File: src/i2c_eeprom_pkg.sv
package i2c_eeprom_pkg;

    // device type identifier carried in the top nibble of every control byte
    localparam logic [3:0] DEVICE_CODE = 4'b1010;

    // 2 KB array, 3 block bits from the control byte plus 8 word-address bits
    localparam int ADDR_W = 11;

    typedef enum logic {
        op_write = 1'b0,
        op_read  = 1'b1
    } eep_op_e;

    // command presented to the master with cmd_valid
    typedef struct packed {
        eep_op_e           op;
        logic [ADDR_W-1:0] addr;
        logic [7:0]        wdata;
    } eep_cmd_t;

    // result returned with done
    typedef struct packed {
        logic [7:0] rdata;
        logic       ack_error;
    } eep_rsp_t;

    // control byte layout, MSB first on the bus
    typedef struct packed {
        logic [3:0] dev_code;
        logic [2:0] block;
        // 1 selects a read
        logic       rw;
    } ctrl_fields_t;

    // shifted in as a raw word, then decoded by field
    typedef union packed {
        logic [7:0]   raw;
        ctrl_fields_t fields;
    } ctrl_byte_u;

endpackage

File: src/i2c_master.sv
`timescale 1ns/1ps

module i2c_master #(
    parameter int CLK_DIV = 4
) (
    input  logic                     scl,
    input  logic                     rst,
    input  logic                     cmd_valid,
    input  i2c_eeprom_pkg::eep_cmd_t cmd,
    output logic                     busy,
    output logic                     done,
    output i2c_eeprom_pkg::eep_rsp_t rsp,
    input  logic                     bus_clk,
    input  logic                     bus_dat,
    output logic                     mst_clk_low,
    output logic                     mst_dat_low
);

    localparam int DIV_W = (CLK_DIV > 1) ? $clog2(CLK_DIV) : 1;

    typedef enum logic [1:0] {
        ph_idle,
        ph_start,
        ph_bit,
        ph_stop
    } phase_e;

    phase_e                       phase;
    logic [DIV_W-1:0]             div_cnt;
    logic                         tick;
    logic                         accept;
    logic [1:0]                   quarter;
    logic [3:0]                   bit_idx;
    logic [1:0]                   byte_idx;
    i2c_eeprom_pkg::eep_cmd_t     cmd_q;
    i2c_eeprom_pkg::ctrl_fields_t ctrl;
    logic [7:0]                   tx_byte;
    logic                         is_read;
    logic                         rd_byte;
    logic                         last_byte;

    assign accept = (phase == ph_idle) && !busy && cmd_valid;

    // quarter-bit pacing
    always_ff @(posedge scl)
    begin
        if (rst)
        begin
            div_cnt <= '0;
        end
        else if (phase == ph_idle || tick)
        begin
            div_cnt <= '0;
        end
        else
        begin
            div_cnt <= div_cnt + 1'b1;
        end
    end

    assign tick = (phase != ph_idle) && (div_cnt == DIV_W'(CLK_DIV - 1));

    always_ff @(posedge scl)
    begin
        if (accept)
        begin
            cmd_q <= cmd;
        end
    end

    assign is_read   = (cmd_q.op == i2c_eeprom_pkg::op_read);
    assign rd_byte   = is_read && (byte_idx == 2'd3);
    assign last_byte = is_read ? (byte_idx == 2'd3) : (byte_idx == 2'd2);

    // byte order: ctrl(w), word addr, then data or ctrl(r)
    always_comb
    begin
        ctrl.dev_code = i2c_eeprom_pkg::DEVICE_CODE;
        ctrl.block    = cmd_q.addr[i2c_eeprom_pkg::ADDR_W-1:8];
        ctrl.rw       = (byte_idx == 2'd2);
        case (byte_idx)
            2'd0:    tx_byte = 8'(ctrl);
            2'd1:    tx_byte = cmd_q.addr[7:0];
            2'd2:    tx_byte = is_read ? 8'(ctrl) : cmd_q.wdata;
            default: tx_byte = 8'h00;
        endcase
    end

    // each bit: q0 clk low, q1 data, q2 clk high, q3 sample
    always_ff @(posedge scl)
    begin
        if (rst)
        begin
            phase       <= ph_idle;
            quarter     <= 2'd0;
            bit_idx     <= 4'd0;
            byte_idx    <= 2'd0;
            busy        <= 1'b0;
            done        <= 1'b0;
            rsp         <= '0;
            mst_clk_low <= 1'b0;
            mst_dat_low <= 1'b0;
        end
        else
        begin
            done <= 1'b0;
            if (done)
            begin
                busy <= 1'b0;
            end
            if (accept)
            begin
                busy          <= 1'b1;
                phase         <= ph_start;
                quarter       <= 2'd0;
                bit_idx       <= 4'd0;
                byte_idx      <= 2'd0;
                rsp.ack_error <= 1'b0;
                mst_clk_low   <= 1'b1;
            end
            else if (tick)
            begin
                quarter <= quarter + 2'd1;
                case (quarter)
                    2'd0:
                    begin
                        case (phase)
                            ph_start: mst_dat_low <= 1'b0;
                            ph_stop:  mst_dat_low <= 1'b1;
                            // released for read bits, slave ack and our nack
                            default:  mst_dat_low <= (bit_idx < 4'd8 && !rd_byte) ?
                                                     ~tx_byte[3'(7 - bit_idx)] : 1'b0;
                        endcase
                    end
                    2'd1:
                    begin
                        mst_clk_low <= 1'b0;
                    end
                    2'd2:
                    begin
                        case (phase)
                            ph_start: mst_dat_low <= 1'b1;
                            ph_stop:  mst_dat_low <= 1'b0;
                            default:
                            begin
                                if (bus_clk && bit_idx < 4'd8 && rd_byte)
                                begin
                                    rsp.rdata <= {rsp.rdata[6:0], bus_dat};
                                end
                                else if (bus_clk && bit_idx == 4'd8 && !rd_byte && bus_dat)
                                begin
                                    rsp.ack_error <= 1'b1;
                                end
                            end
                        endcase
                    end
                    default:
                    begin
                        case (phase)
                            ph_start:
                            begin
                                phase       <= ph_bit;
                                bit_idx     <= 4'd0;
                                mst_clk_low <= 1'b1;
                            end
                            ph_bit:
                            begin
                                mst_clk_low <= 1'b1;
                                if (bit_idx != 4'd8)
                                begin
                                    bit_idx <= bit_idx + 4'd1;
                                end
                                else
                                begin
                                    bit_idx <= 4'd0;
                                    if (rsp.ack_error || last_byte)
                                    begin
                                        phase <= ph_stop;
                                    end
                                    else if (is_read && byte_idx == 2'd1)
                                    begin
                                        // repeated start before the read control byte
                                        phase    <= ph_start;
                                        byte_idx <= 2'd2;
                                    end
                                    else
                                    begin
                                        byte_idx <= byte_idx + 2'd1;
                                    end
                                end
                            end
                            default:
                            begin
                                phase <= ph_idle;
                                done  <= 1'b1;
                            end
                        endcase
                    end
                endcase
            end
        end
    end

    a_no_cmd_while_busy: assert property (@(posedge scl) disable iff (rst)
        cmd_valid |-> !busy);

    a_done_single: assert property (@(posedge scl) disable iff (rst)
        done |=> !done);

endmodule

File: config.mk
export PLATFORM = sky130hd
export DESIGN_NAME = i2c_master
export DESIGN_NICKNAME = d
export VERILOG_FILES = /design/src/i2c_eeprom_pkg.sv /design/src/i2c_master.sv
export SDC_FILE = /design/constraint.sdc
export NUM_CORES = 1
export LEC_CHECK = 0
export ABC_AREA = 1
export BUFFER_PORTS_ARGS = -buffer_cell sky130_fd_sc_hd__buf_2
export CAP_MARGIN = 30
export CORE_UTILIZATION = 50
export CTS_CLUSTER_DIAMETER = 100
export DETAILED_ROUTE_END_ITERATION = 6
export GPL_ROUTABILITY_DRIVEN = 0
export PLACE_DENSITY = 0.75
export SLEW_MARGIN = 20
export SYNTH_ARGS = -nofsm -noshare
export SYNTH_HDL_FRONTEND = slang
export SYNTH_SLANG_ARGS = --single-unit
File: constraint.sdc
create_clock -name scl -period 2.6 [get_ports scl]
set_input_delay 0.26 -clock scl [delete_from_list [all_inputs] [get_ports scl]]
set_output_delay 0.26 -clock scl [all_outputs]
set_load 0.02 [all_outputs]
==> results.txt <==
status: complete, no violations
syn_area_per_cell: 8.75 um^2
Vias: 1676
CP Launch Point: phase[0]$_SDFFE_PP0P_
ys async rst share: 0%
CP max stage delay: 0.43 ns
First-pass DRT Iterations: 4
sw frac: 21.2%
Initial Util: 53.3%
worst hold start: cmd[1]
port buffer count: 37
CTS tree: yes
Yosys cell types: 25
hold_buf cts: 0
num ports: 38
final WL: 4020 um
leakage power: 1.09 nW
Req. time, crit path: 2.83 ns
fraction of layout cells with a size suffix above 1: 18.4%
post-layout util: 62.1%
Cell Chain, Critical Path: inv_1 > ha_1 > nor2_4 > nand2_1 > nor2_1 > inv_1 > o21ai_0 > nand2_1 > nor2_1
largest net degree at the start of global routing: 22
sequential area share after synthesis: 50.5%
residual DRC count: 0
DRT iter0 DRCs: 98
reg2reg start: phase[0]$_SDFFE_PP0P_
initial antenna violation count: 0
Post-synth top flop: dfxtp_1
logic gate share of total power: 6.0%
Die Area: 0.00462 mm^2
Setup Fix Bufs, Post-CTS: 0
vias in the first global route: 1545
slowest stage cell, crit path: dfxtp_1
Max VDD drop: 350 uV
Final Cell Area: 0.00254 mm^2
Flop pwr share: 57.1%
Setup WS post-layout: 0.701 ns
Achievable Freq: 527 MHz
final setup vio count: 0
Worst-Skew Late Latency: 0.29 ns
unrepaired setup endpoints after global routing: false
Relative slew margins: 77.2%
Post-synth EDFFs: 20
clk slew on worst S/H paths: 0.09 ns
Die Span X: 68.0 um
internal power: 1.09 mW
dpl hpwl: 3030 um
Final Hold Viols: 0
core area: 0.00409 mm^2
die span in y: 68.0 um
crit start category: flop
Congestion Overflow GR: 0
crit path time final: 1.90 ns
crit share post-route: 73.0%
Final Max Tran Viols: 0
synthesized cell area: 0.00218 mm^2
Setup TNS: 0 ns
CTS sink count: 45
fin cells: 343
switching power total: 0.292 mW
# rows: 23
Final ANT Viol Nets: 0
Critical Path End Type: flop
CP Data Arrival Time: 2.13 ns
Setup Crit Path Kind: flop to flop
Nets: 334
YS warnings: 0
Longest Clk Path Bufs: 2
average wire per standard cell: 11.7 um
Cells after Synth: 249
DP Cell Count: 335
global-route wire length before repair: 6800 um
cts repair resizes: 0
area delta synth->final: 16.5%
HP Class: input port to flop
Tot GR Track Use: 19.9%
Yosys reg bits: 45
PD cells: 543 mW/mm^2
# diodes: 0
Post-DP Area: 0.00243 mm^2
H-tree depth: 2
Placement Setup Slack: 0.752 ns
Filler cells: 360
TritonCTS buffer count: 5
slew at the pin closest to its max-slew limit: 0.339 ns
Crit Path Max Fanout: 8
Clk pwr share: 36.9%
Final Skew: 0.00852 ns
root cell of the clock tree: clkbuf_8
Syn Nets: 291
Via density: 4.89
max-capacitance violation count: 0
-- synthesized netlist by cell type (4+ instances only) --
cell,instances,share of area [%]
a21oi_1,17,3.9
a211oi_1,9,3.1
dfxtp_1,25,23
inv_1,41,7.1
o21ai_0,10,2.3
edfxtp_1,20,28
nor2_1,23,4.0
ha_1,17,9.8
nand3_1,15,3.4
nand2_1,51,8.8
nor3_1,4,0.92
-- layout make-up --
class / count / area (um^2) / share of cell area [%]
inverter: 43 / 161 / 6.36
tap: 50 / 62.6 / 2.47
multi-input combinational: 158 / 902 / 35.6
timing repair buffer: 39 / 200 / 7.89
sequential: 45 / 1100 / 43.4
clock buffer: 5 / 68.8 / 2.71
clock inverter: 3 / 41.3 / 1.63
-- worst max-delay path, delay by kind of cell (launching register included) --
family | cells | cell delay (ns)
AND/OR/NAND/NOR | 5 | 0.75
flip-flops | 1 | 0.43
adder cells (fa/ha/maj) | 1 | 0.25
buffers and inverters | 2 | 0.24
AO/OA/AOI/OAI | 1 | 0.16
-- cell usage in the layout, fill, tap and decap left out, types with 2 or more instances in the layout --
cell / count
buf_2: 37
nand3_1: 15
dfxtp_1: 25
ha_1: 17
buf_4: 2
edfxtp_1: 20
inv_1: 41
nor2_1: 23
a21oi_1: 17
nor3_1: 3
o21ai_0: 10
inv_2: 2
clkbuf_8: 5
a211oi_1: 9
nand4_1: 2
nand2_1: 51
a211oi_2: 2
-- kinds of logic (layout without fill, tap and decap cells) --
logic type	Yosys count	in the layout	share of synthesized area, %
buffers and inverters	46	90	8.27
and+or+nand+nor	101	101	20.4
AOI/OAI and AO/OA	40	40	11.0
adders and majority gates	17	17	9.76
DFF	45	45	50.5
-- per-layer routing --
layer | routed length, um | GRT usage (%) | up-vias
li1 | - | - | 899
met1 | 1990 | 27.3 | 741
met2 | 1840 | 29.8 | 30
met3 | 99 | 3.50 | 6
met4 | 90 | 10.2 | 0
met5 | 0 | 0 | -
-- worst paths after layout --
check                             to  slack (ns)  depth (start not counted)
min reg2reg    div_cnt[0]$_SDFF_PP0_        0.43                          1
min               cmd_q[1]$_DFFE_PP_        0.14                          1
max          bit_idx[2]$_SDFFE_PP0P_        0.70                          9
max reg2reg  bit_idx[2]$_SDFFE_PP0P_        0.70                          9
-- per-stage QoR --
| stage | total power [mW] | hold slack (ns) |
|---|---|---|
| CTS | 1.39 | 0.135 |
| floorplan | 0.846 | 0.338 |
| detailed placement | 0.886 | 0.424 |
| global route | 1.43 | 0.127 |
| finish | 1.38 | 0.141 |
| global placement | 0.883 | 0.407 |
-- power groups by stage --
| stage | Combinational, mW | Clock [mW] | Sequential [mW] |
|---|---|---|---|
| final | 0.0824 | 0.508 | 0.787 |
| after global routing | 0.0921 | 0.545 | 0.790 |
| after CTS | 0.0827 | 0.520 | 0.787 |
| after detailed placement | 0.0821 | 0 | 0.803 |
| after global placement | 0.0809 | 0 | 0.802 |
| after floorplan | 0.0427 | 0 | 0.803 |
-- state kept, by name, indices dropped and copies added, names as in the netlist, 2 cells and up --
| register | count |
|---|---|
| phase | 2 |
| cmd_q | 19 |
| bit_idx | 4 |
| rsp | 9 |
| div_cnt | 2 |
| byte_idx | 2 |
| quarter | 2 |
No activity file was read; power rests on OpenSTA's default activity.
